==> src/hw/dodge_pkg.sv <==
package dodge_pkg;

	typedef logic [2:0] col_t;
	typedef logic [2:0] row_t; // also the drop height of an item
	typedef logic [7:0] row_bits_t; // active low, bit c is column c
	typedef logic [3:0] life_t;
	typedef logic [5:0] sec_t;
	typedef logic [2:0] lights_t;
	typedef logic [7:0] rnd_t;

	typedef enum logic [1:0] {
		st_play,
		st_won,
		st_lost
	} game_state_t;

	//////////////////////////////////////////////////
	// game constants

	localparam int NUM_COLS = 8;
	localparam row_t PLAYER_ROW = 3'd7;
	localparam life_t LIFE_INIT = 4'd6;
	localparam life_t LIFE_HIGH = 4'd4;
	localparam life_t LIFE_MID = 4'd2;
	localparam sec_t WIN_SECONDS = 6'd60;
	localparam rnd_t RND_SEED = 8'hA5;
	localparam rnd_t LFSR_TAPS = 8'hB8; // x^8+x^6+x^5+x^4+1, shifting right

	//////////////////////////////////////////////////
	// pictures, index is the row

	localparam row_bits_t WIN_PIC [NUM_COLS] = '{
		8'b11000011,
		8'b10111101,
		8'b01111110,
		8'b01111110,
		8'b01111110,
		8'b01111110,
		8'b10111101,
		8'b11000011
	};

	localparam row_bits_t LOSS_PIC [NUM_COLS] = '{
		8'b01111110,
		8'b10111101,
		8'b11011011,
		8'b11100111,
		8'b11100111,
		8'b11011011,
		8'b10111101,
		8'b01111110
	};

endpackage

==> src/hw/playfield_if.sv <==
`timescale 1ns/1ns

interface playfield_if;

	dodge_pkg::col_t player_col;
	logic [dodge_pkg::NUM_COLS-1:0] item_active; // one per column
	dodge_pkg::row_t item_row [dodge_pkg::NUM_COLS];
	dodge_pkg::game_state_t state;

	// shared by player_ctrl, drop_field and game_fsm, each drives its own part
	modport source (
		output player_col,
		output item_active,
		output item_row,
		output state
	);

	modport scan (
		input player_col,
		input item_active,
		input item_row,
		input state
	);

endinterface
==> src/hw/dodge_game_top.sv <==
`timescale 1ns/1ns

module dodge_game_top #(
	parameter int SCAN_DIV = 50000,
	parameter int MOVE_DIV = 4000000,
	parameter int DROP_DIV = 12500000,
	parameter int SEC_DIV = 50000000
) (
	input logic CLK,
	input logic reset,
	input logic left,
	input logic right,
	output logic [2:0] row_sel,
	output logic [7:0] data_r,
	output logic [7:0] data_b,
	output logic [5:0] elapsed_sec,
	output logic [2:0] light
);

	logic scan_tick;
	logic move_tick;
	logic drop_tick;
	logic second_tick;
	logic hit;

	playfield_if pf ();

	game_tick_gen #(
		.SCAN_DIV(SCAN_DIV),
		.MOVE_DIV(MOVE_DIV),
		.DROP_DIV(DROP_DIV),
		.SEC_DIV(SEC_DIV)
	) i_tick_gen (
		.CLK(CLK),
		.reset(reset),
		.scan_tick(scan_tick),
		.move_tick(move_tick),
		.drop_tick(drop_tick),
		.second_tick(second_tick)
	);

	player_ctrl i_player_ctrl (
		.CLK(CLK),
		.reset(reset),
		.move_tick(move_tick),
		.left(left),
		.right(right),
		.pf(pf.source)
	);

	drop_field i_drop_field (
		.CLK(CLK),
		.reset(reset),
		.drop_tick(drop_tick),
		.pf(pf.source),
		.hit(hit)
	);

	game_fsm i_game_fsm (
		.CLK(CLK),
		.reset(reset),
		.hit(hit),
		.second_tick(second_tick),
		.pf(pf.source),
		.elapsed_sec(elapsed_sec),
		.light(light)
	);

	matrix_scan i_matrix_scan (
		.CLK(CLK),
		.reset(reset),
		.scan_tick(scan_tick),
		.pf(pf.scan),
		.row_sel(row_sel),
		.data_r(data_r),
		.data_b(data_b)
	);

endmodule

==> src/hw/drop_field.sv <==
`timescale 1ns/1ns

module drop_field (
	input logic CLK,
	input logic reset,
	input logic drop_tick,
	playfield_if.source pf,
	output logic hit
);

	dodge_pkg::rnd_t lfsr;
	dodge_pkg::rnd_t lfsr_nxt;
	logic [dodge_pkg::NUM_COLS-1:0] act_nxt;
	dodge_pkg::row_t row_nxt [dodge_pkg::NUM_COLS];
	logic hit_nxt;
	logic step;

	assign step = drop_tick && pf.state == dodge_pkg::st_play;

	//////////////////////////////////////////////////
	// next field

	always_comb
	begin
		act_nxt = pf.item_active;
		row_nxt = pf.item_row;
		hit_nxt = 1'b0;

		for (int c = 0; c < dodge_pkg::NUM_COLS; c++)
		begin
			if (pf.item_active[c])
			begin
				if (pf.item_row[c] == dodge_pkg::PLAYER_ROW)
				begin
					act_nxt[c] = 1'b0; // leaves the bottom
					if (pf.player_col == dodge_pkg::col_t'(c))
						hit_nxt = 1'b1;
				end
				else
					row_nxt[c] = pf.item_row[c] + 3'd1;
			end
		end

		lfsr_nxt = {1'b0, lfsr[7:1]} ^ (lfsr[0] ? dodge_pkg::LFSR_TAPS : 8'h00);

		// spawn sees the field after this step's fall and removal
		if (lfsr_nxt[7:6] == 2'b11 && !act_nxt[lfsr_nxt[2:0]])
		begin
			act_nxt[lfsr_nxt[2:0]] = 1'b1;
			row_nxt[lfsr_nxt[2:0]] = '0;
		end
	end

	//////////////////////////////////////////////////
	// registers

	always_ff @(posedge CLK)
	begin
		if (reset)
		begin
			pf.item_active <= '0;
			lfsr <= dodge_pkg::RND_SEED;
			hit <= 1'b0;
		end
		else
		begin
			hit <= step && hit_nxt;
			if (step)
			begin
				pf.item_active <= act_nxt;
				lfsr <= lfsr_nxt;
			end
		end
	end

	always_ff @(posedge CLK)
	begin
		if (step)
			pf.item_row <= row_nxt;
	end

	a_hit_after_drop: assert property (@(posedge CLK) disable iff (reset)
		hit |-> $past(drop_tick));

endmodule

==> src/hw/game_fsm.sv <==
`timescale 1ns/1ns

module game_fsm (
	input logic CLK,
	input logic reset,
	input logic hit,
	input logic second_tick,
	playfield_if.source pf,
	output dodge_pkg::sec_t elapsed_sec,
	output dodge_pkg::lights_t light
);

	dodge_pkg::life_t life;
	logic last_life;
	logic last_sec;

	assign last_life = hit && life == 4'd1;
	assign last_sec = second_tick && elapsed_sec == dodge_pkg::WIN_SECONDS - 6'd1;

	always_ff @(posedge CLK)
	begin
		if (reset)
		begin
			pf.state <= dodge_pkg::st_play;
			life <= dodge_pkg::LIFE_INIT;
			elapsed_sec <= '0;
		end
		else if (pf.state == dodge_pkg::st_play)
		begin
			if (hit)
				life <= life - 4'd1;
			if (second_tick)
				elapsed_sec <= elapsed_sec + 6'd1;

			if (last_life)
				pf.state <= dodge_pkg::st_lost; // loss beats a win on the same cycle
			else if (last_sec)
				pf.state <= dodge_pkg::st_won;
		end
	end

	// life lights
	always_comb
	begin
		if (life == 4'd0)
			light = 3'b000;
		else if (life >= dodge_pkg::LIFE_HIGH)
			light = 3'b111;
		else if (life >= dodge_pkg::LIFE_MID)
			light = 3'b011;
		else
			light = 3'b001;
	end

	a_end_is_final: assert property (@(posedge CLK) disable iff (reset)
		(pf.state != dodge_pkg::st_play) |=> (pf.state == $past(pf.state)));

endmodule

==> src/hw/game_tick_gen.sv <==
`timescale 1ns/1ns

module game_tick_gen #(
	parameter int SCAN_DIV = 50000,
	parameter int MOVE_DIV = 4000000,
	parameter int DROP_DIV = 12500000,
	parameter int SEC_DIV = 50000000
) (
	input logic CLK,
	input logic reset,
	output logic scan_tick,
	output logic move_tick,
	output logic drop_tick,
	output logic second_tick
);

	logic [3:0] ticks;

	for (genvar i = 0; i < 4; i++)
	begin : g_div
		localparam int DIV = (i == 0) ? SCAN_DIV :
			(i == 1) ? MOVE_DIV :
			(i == 2) ? DROP_DIV : SEC_DIV;
		localparam int W = $clog2(DIV + 1);

		logic [W-1:0] cnt;
		logic tick;

		always_ff @(posedge CLK)
		begin
			if (reset)
			begin
				cnt <= '0;
				tick <= 1'b0;
			end
			else if (cnt == W'(DIV - 1))
			begin
				cnt <= '0;
				tick <= 1'b1; // wrap
			end
			else
			begin
				cnt <= cnt + 1'b1;
				tick <= 1'b0;
			end
		end

		assign ticks[i] = tick;

		// a divider of 1 is a steady enable
		if (DIV > 1)
		begin : g_chk
			a_one_cycle: assert property (@(posedge CLK) disable iff (reset)
				tick |=> !tick);
		end
	end

	assign scan_tick = ticks[0];
	assign move_tick = ticks[1];
	assign drop_tick = ticks[2];
	assign second_tick = ticks[3];

endmodule

==> src/hw/matrix_scan.sv <==
`timescale 1ns/1ns

module matrix_scan (
	input logic CLK,
	input logic reset,
	input logic scan_tick,
	playfield_if.scan pf,
	output dodge_pkg::row_t row_sel,
	output dodge_pkg::row_bits_t data_r,
	output dodge_pkg::row_bits_t data_b
);

	dodge_pkg::row_t row_n;
	dodge_pkg::row_bits_t r_n;
	dodge_pkg::row_bits_t b_n;

	assign row_n = row_sel + 3'd1;

	// data for the row that comes next
	always_comb
	begin
		r_n = '1;
		b_n = '1;
		case (pf.state)
			dodge_pkg::st_play:
			begin
				for (int c = 0; c < dodge_pkg::NUM_COLS; c++)
				begin
					if (pf.item_active[c] && pf.item_row[c] == row_n)
						r_n[c] = 1'b0;
				end
				if (row_n == dodge_pkg::PLAYER_ROW)
					b_n[pf.player_col] = 1'b0; // player dot
			end
			dodge_pkg::st_won:
			begin
				r_n = dodge_pkg::WIN_PIC[row_n];
				b_n = dodge_pkg::WIN_PIC[row_n];
			end
			dodge_pkg::st_lost:
				r_n = dodge_pkg::LOSS_PIC[row_n];
			default:
			begin
				r_n = '1;
				b_n = '1;
			end
		endcase
	end

	always_ff @(posedge CLK)
	begin
		if (reset)
		begin
			row_sel <= '0;
			data_r <= '1;
			data_b <= '1;
		end
		else if (scan_tick)
		begin
			row_sel <= row_n;
			data_r <= r_n;
			data_b <= b_n;
		end
	end

endmodule

==> src/hw/player_ctrl.sv <==
`timescale 1ns/1ns

module player_ctrl (
	input logic CLK,
	input logic reset,
	input logic move_tick,
	input logic left,
	input logic right,
	playfield_if.source pf
);

	always_ff @(posedge CLK)
	begin
		if (reset)
			pf.player_col <= '0;
		else if (move_tick && pf.state == dodge_pkg::st_play)
		begin
			if (left)
			begin
				if (pf.player_col != 3'd0)
					pf.player_col <= pf.player_col - 3'd1;
			end
			else if (right)
			begin
				if (pf.player_col != 3'd7)
					pf.player_col <= pf.player_col + 3'd1; // stops at the right edge
			end
		end
	end

	a_col_moves_on_tick: assert property (@(posedge CLK) disable iff (reset)
		(!$past(move_tick) && !$past(reset)) |-> $stable(pf.player_col));

endmodule

==> config.mk <==
export PLATFORM = sky130hd
export DESIGN_NAME = dodge_game_top
export DESIGN_NICKNAME = d
export VERILOG_FILES = /design/src/hw/dodge_pkg.sv /design/src/hw/playfield_if.sv /design/src/hw/dodge_game_top.sv /design/src/hw/drop_field.sv /design/src/hw/game_fsm.sv /design/src/hw/game_tick_gen.sv /design/src/hw/matrix_scan.sv /design/src/hw/player_ctrl.sv
export SDC_FILE = /design/constraint.sdc
export NUM_CORES = 1
export LEC_CHECK = 0
export BUFFER_PORTS_ARGS = -buffer_cell sky130_fd_sc_hd__buf_2
export CAP_MARGIN = 20
export CORE_UTILIZATION = 60
export CTS_CLUSTER_SIZE = 10
export DETAILED_ROUTE_END_ITERATION = 7
export GPL_TIMING_DRIVEN = 0
export PLACE_DENSITY_LB_ADDON = 0.1
export SYNTH_ARGS = -nofsm -noshare
export SYNTH_HDL_FRONTEND = slang
export SYNTH_SLANG_ARGS = --single-unit
==> constraint.sdc <==
create_clock -name CLK -period 6.1 [get_ports CLK]
set_input_delay 0.61 -clock CLK [delete_from_list [all_inputs] [get_ports CLK]]
set_output_delay 0.61 -clock CLK [all_outputs]
set_load 0.005 [all_outputs]
==> After elaboration in Yosys (flattened, before gate mapping) <==
Memories as Yosys holds them, arrays and structs flattened.
Cells that the tools add are included.
{ "totals": {"in_bits": 4, "mem_bits_ro": 128, "reg_bits": 167, "n_memories": 2} }
{ "memory_table": {"columns": ["name", "words", "word_bits", "read_ports", "rd_clocked_by_memory_dff", "wr", "line_no", "source"], "rows": [
  ["(no name shown)", 8, 8, 1, 0, 0, "matrix_scan.sv:37", "r_n = dodge_pkg::WIN_PIC[row_n];"],
  ["(no name shown)", 8, 8, 1, 0, 0, "matrix_scan.sv:41", "r_n = dodge_pkg::LOSS_PIC[row_n];"]
]} }
{ "classes": {"order_cmp": 9, "muxes": 95, "n_bitwise": 7, "addsub": 17, "n_eq_ne": 35, "reduce_logical": 33} }
{ "op_table": {"columns": ["cell", "n"], "rows": [
  ["3-bit 2-to-1 mux", 23],
  ["8-bit 2-to-1 mux", 7],
  ["1-bit 2-to-1 mux", 55],
  ["3-bit equality test, second input constant", 13],
  ["3-bit by 1-bit adder with 3-bit output, second input constant", 10],
  ["26-bit by 1-bit adder with 26-bit output, second input constant", 1],
  ["26-bit equality test, second input constant", 1],
  ["24-bit by 1-bit adder with 24-bit output, second input constant", 1],
  ["24-bit AND", 1],
  ["24-bit equality test, second input constant", 1],
  ["3-bit equality test", 8],
  ["24-bit 2-to-1 mux", 1],
  ["24-bit inverter", 1],
  ["8-bit case mux with 3 select lines", 1],
  ["22-bit by 1-bit adder with 22-bit output, second input constant", 1],
  ["22-bit equality test, second input constant", 1],
  ["1-bit logical AND", 17],
  ["16-bit by 1-bit adder with 16-bit output, second input constant", 1],
  ["16-bit equality test, second input constant", 1],
  ["8-bit case mux with 2 select lines", 1],
  ["3-bit demux with 3-bit select", 1],
  ["4-bit >= comparator, second input constant", 2],
  ["3-bit by 4-bit < comparator with 1-bit output, second input constant", 2],
  ["3-bit inverter with 4-bit output", 2],
  ["other kinds (30)", 43]
]} }

==> Logic depth before layout (Yosys ltp) <==
{ "depth": {"word_depth": 26, "ltp_mapped": 8, "depth_no_buf": 6} }

==> Worst setup path before layout <==
OpenSTA, ideal clock, no wires.
{ "synth_timing": {"kind": "reg2reg", "from": "register i_matrix_scan.row_sel[0]", "to": "register i_matrix_scan.data_r[0]", "setup_ps": 117, "stages_incl_launch_ff": 9, "t_arrival_ps": 2174, "path_buffers": 2, "synth_period_minus_slack_ps": 2291, "slack_ps": 3809, "cell_sequence": "dfxtp_1 clkbuf_1 inv_1 ha_1 buf_2 xnor3_1 a21oi_1 o21bai_1 o22a_1"} }
{ "synth_via": {"elab_chain_cells": 6} }
{ "synth_lines": {"columns": ["item", "line_no", "source"], "rows": [
  ["start: declaration", "matrix_scan.sv:8", "output dodge_pkg::row_t row_sel,"],
  ["start signal: assignment", "matrix_scan.sv:60", "row_sel <= row_n;"],
  ["3-bit by 1-bit adder with 3-bit output (*)", "matrix_scan.sv:17", "assign row_n = row_sel + 3'd1;"],
  ["named net i_matrix_scan.row_n[0]", "matrix_scan.sv:13", "dodge_pkg::row_t row_n;"],
  ["3-bit inverter with 4-bit output (not written as such)", "matrix_scan.sv:37, matrix_scan.sv:41", null],
  ["memory 8 x 8 bit, on equally long branches", null, null],
  ["8-bit 2-to-1 mux, on equally long branches (2 in series)", "matrix_scan.sv:41, matrix_scan.sv:37", null],
  ["8-bit case mux with 3 select lines (*)", "matrix_scan.sv:24", "case (pf.state)"],
  ["end signal: assignment", "matrix_scan.sv:61", "data_r <= r_n;"],
  ["end: declaration", "matrix_scan.sv:9", "output dodge_pkg::row_bits_t data_r,"]
]} }
The timed path passes the listed nets; every way through them passes the cells marked *. The select of a mux whose other input is x is not followed.
A chain may end at the register's enable or synchronous reset.

==> Worst setup path after layout <==
Ends and elaborated chain as after synthesis.

==> reports/metrics.yaml <==
status:
  status: "complete, no violations"
placed_design:
  dp_hpwl_um: 13500
  gp_routability_congestion: 0.955
  placed_cell_area_mm2: 0.00856
  port_buffers: 30
  dp_cells: 1121
clocking:
  tritoncts: "done"
  hold_buffers: 0
  clk_latency_ps: 440
  cts_buffer_depth: 2
  cts_root_buffer: "clkbuf_16"
  cts_resized: 0
  cts_made_buffers: 17
  clkTransAtPathRegs_ps: 70
  htreeDepth: 4
  cts_sinks: 167
  post_cts_buffers: 0
cells_and_area:
  fin_util_pct: 68.8
  nFillCells: 1074
  design_area_mm2: 0.00914
  final_common_cell: "dfxtp_1"
  regArea_mm2: 0.00358
  finalNonFillerCells: 1153
  multi_input_comb_area_mm2: 0.00437
  diodes: 0
  drive_gt1_share_pct: 8.60
  final_nets: 995
  final_cell_mix: "dfxtp_1, nor2_1, nand2_1"
  area_delta_synth_final_pct: 11.7
global_route:
  grt_pass1_vias: 6577
  grt_use_total_pct: 28.3
  grt_start_max_net_pins: 34
  gr-total-overflow: 0
  grt_pass1_wl_um: 31700
  grt_antenna_before_repair: 0
floorplan:
  coreArea_mm2: 0.0133
  io_pins: 32
  fp.dieW_um: 119
  die_y_um: 119
  start_util_pct: 61.6
  rows: 42
  die_area_mm2: 0.0141
route:
  via_per_inst: 6.02
  drtIter0Drc: 498
  ant_nets: 0
  num_vias: 6936
  drc_errors: 0
  avgRoutedWirePerCell_um: 16.7
  drt_first_pass_iters: 7
  drt_wl_total_um: 19200
critical_path:
  cp_slowest_stage_delay_ps: 640
  cp.depth: 8
  arrival_ps: 3270
  cp_num_buf_inv: 3
  worst_setup_path_start_kind: "flop"
  path_class: "reg2reg"
  ff2ff_setup_slack_ps: 3160
  end_kind: "flop"
  cpMaxStageDelayCell: "clkbuf_1"
  cp_max_fo: 10
  reg2reg_depth: 8
  cp_data_required_time_ps: 6430
  cpLargestDelayFamily: "buffers and inverters"
  path_cells: "clkbuf_1 -> inv_1 -> ha_1 -> buf_2 -> xnor3_1 -> a21oi_1 -> o21bai_1 -> o22a_1"
sta:
  finalSetupViolCount: 0
  fin_crit_ps: 2940
  rsz0062_at_grt: "no"
  max_freq_mhz: 341
  finalHoldViolCount: 0
  slew_viol_final: 0
  skew_ps: 5.68
  tightestPinTransition_ps: 828
  slew_headroom_pct: 44.8
  fin_crit_sh_pct: 48.1
  finalSetupTns_ps: 0
logic_synthesis:
  synthTopCellsByArea: "dfxtp_1, edfxtp_1, xnor2_1"
  yosys_warnings: 0
  ys_types: 68
  syn_nets: 946
  synth-seq-cells: 167
  post_synth_instance_area_mm2: 0.00819
  postSynthAreaPerCell_um2: 8.95
  ys_seq_area_share_pct: 43.8
  synthFlopType: "dfxtp_1"
  syn_inst: 915
  synth-edff-count: 24
  async_flop_share_pct: 0
  synth_top_cell_by_area: "dfxtp_1"
  synth_top_area_share_pct: 35.0
worst_hold_path:
  min_path_type: "reg2reg"
  whs_path_depth: 1
power_and_ir_drop:
  p_per_area_mw_per_mm2: 245
  leakage_nw: 3.11
  peakVddDrop_mv: 0.282
  p_total_mw: 2.24
job:
  drv_cap: 0
==> layer usage <==
metal  vias up  wire, um  track usage [%]
li1       3395         -                -
met1      3315      8390             35.6
met2       193      9330             47.3
met3        33      1140             7.09
met4         0       358             9.49
met5         -         0                0
==> power by group <==
| group | switching [mW] | internal [mW] | total, mW |
|---|---|---|---|
| clock | 0.448 | 0.629 | 1.08 |
| combinational | 0.0253 | 0.0106 | 0.0359 |
| sequential | 0.00716 | 1.12 | 1.13 |
==> sequential cells by signal, indices dropped and copies added (netlist names), 2 cells and up <==
| signal | count |
|---|---|
| i_drop_field.lfsr | 8 |
| i_drop_field.pf.item_active | 8 |
| i_drop_field.pf.item_row | 24 |
| i_game_fsm.elapsed_sec | 6 |
| i_game_fsm.life | 4 |
| i_game_fsm.pf.state | 2 |
| i_matrix_scan.data_b | 8 |
| i_matrix_scan.data_r | 8 |
| i_matrix_scan.row_sel | 3 |
| i_player_ctrl.pf.player_col | 3 |
| i_tick_gen.g_div.cnt | 88 |
==> layout make-up <==
class	count	share of cell area [%]
tap	176	2.41
inverter	22	0.903
multi-input combinational	688	47.7
clock inverter	10	1.31
clock buffer	22	5.09
buffer	38	1.70
timing repair buffer	30	1.64
sequential	167	39.2
==> worst paths after layout <==
kind | start | endpoint
hold reg to reg | i_tick_gen.g_div[1].cnt[0] | i_tick_gen.g_div[1].cnt[0]
setup reg to reg | i_matrix_scan.row_sel[0] | i_matrix_scan.data_r[0]
setup / recovery | i_matrix_scan.row_sel[0] | i_matrix_scan.data_r[0]
hold / removal | i_tick_gen.g_div[1].cnt[0] | i_tick_gen.g_div[1].cnt[0]
==> logic make-up (layout without fill, tap and decap cells) <==
group	after synthesis	in the layout	synth area share [%]
AOI/OAI and AO/OA	165	165	12.7
xor gates and xnor gates	99	99	10.8
adders and majority gates	28	28	4.25
buffers and inverters	60	122	2.90
DFF	167	167	43.8
muxes	9	9	1.10
and+or+nand+nor	387	387	24.5
==> metrics by stage <==
stage	worst slack [ps]	hold slack [ps]
floorplan	3810	429
global route	3060	499
global placement	3340	441
finish	3160	474
detailed placement	3210	452
CTS	3160	476
==> cell usage after synthesis (all sizes together), types with 3 or more instances <==
cell     number
o22a          8
nand2        70
buf          10
a21oi        59
and2          4
nand3b        3
or4          16
a21bo         4
o2111ai       3
or3b          4
a31oi         4
edfxtp       24
or4b          3
inv          20
o31ai        13
o211ai        3
mux2i         9
a21boi        3
nor2b         4
and4          7
o21ai        40
xor2         36
nand3        49
dfxtp       143
xnor2        62
nand4        29
nor2        110
or3          20
and3         12
or2           3
nor4         19
a211oi        3
nor3         21
ha           27
nand2b        4
a41oi         6
clkbuf       28
No activity file was read; power rests on OpenSTA's default activity.
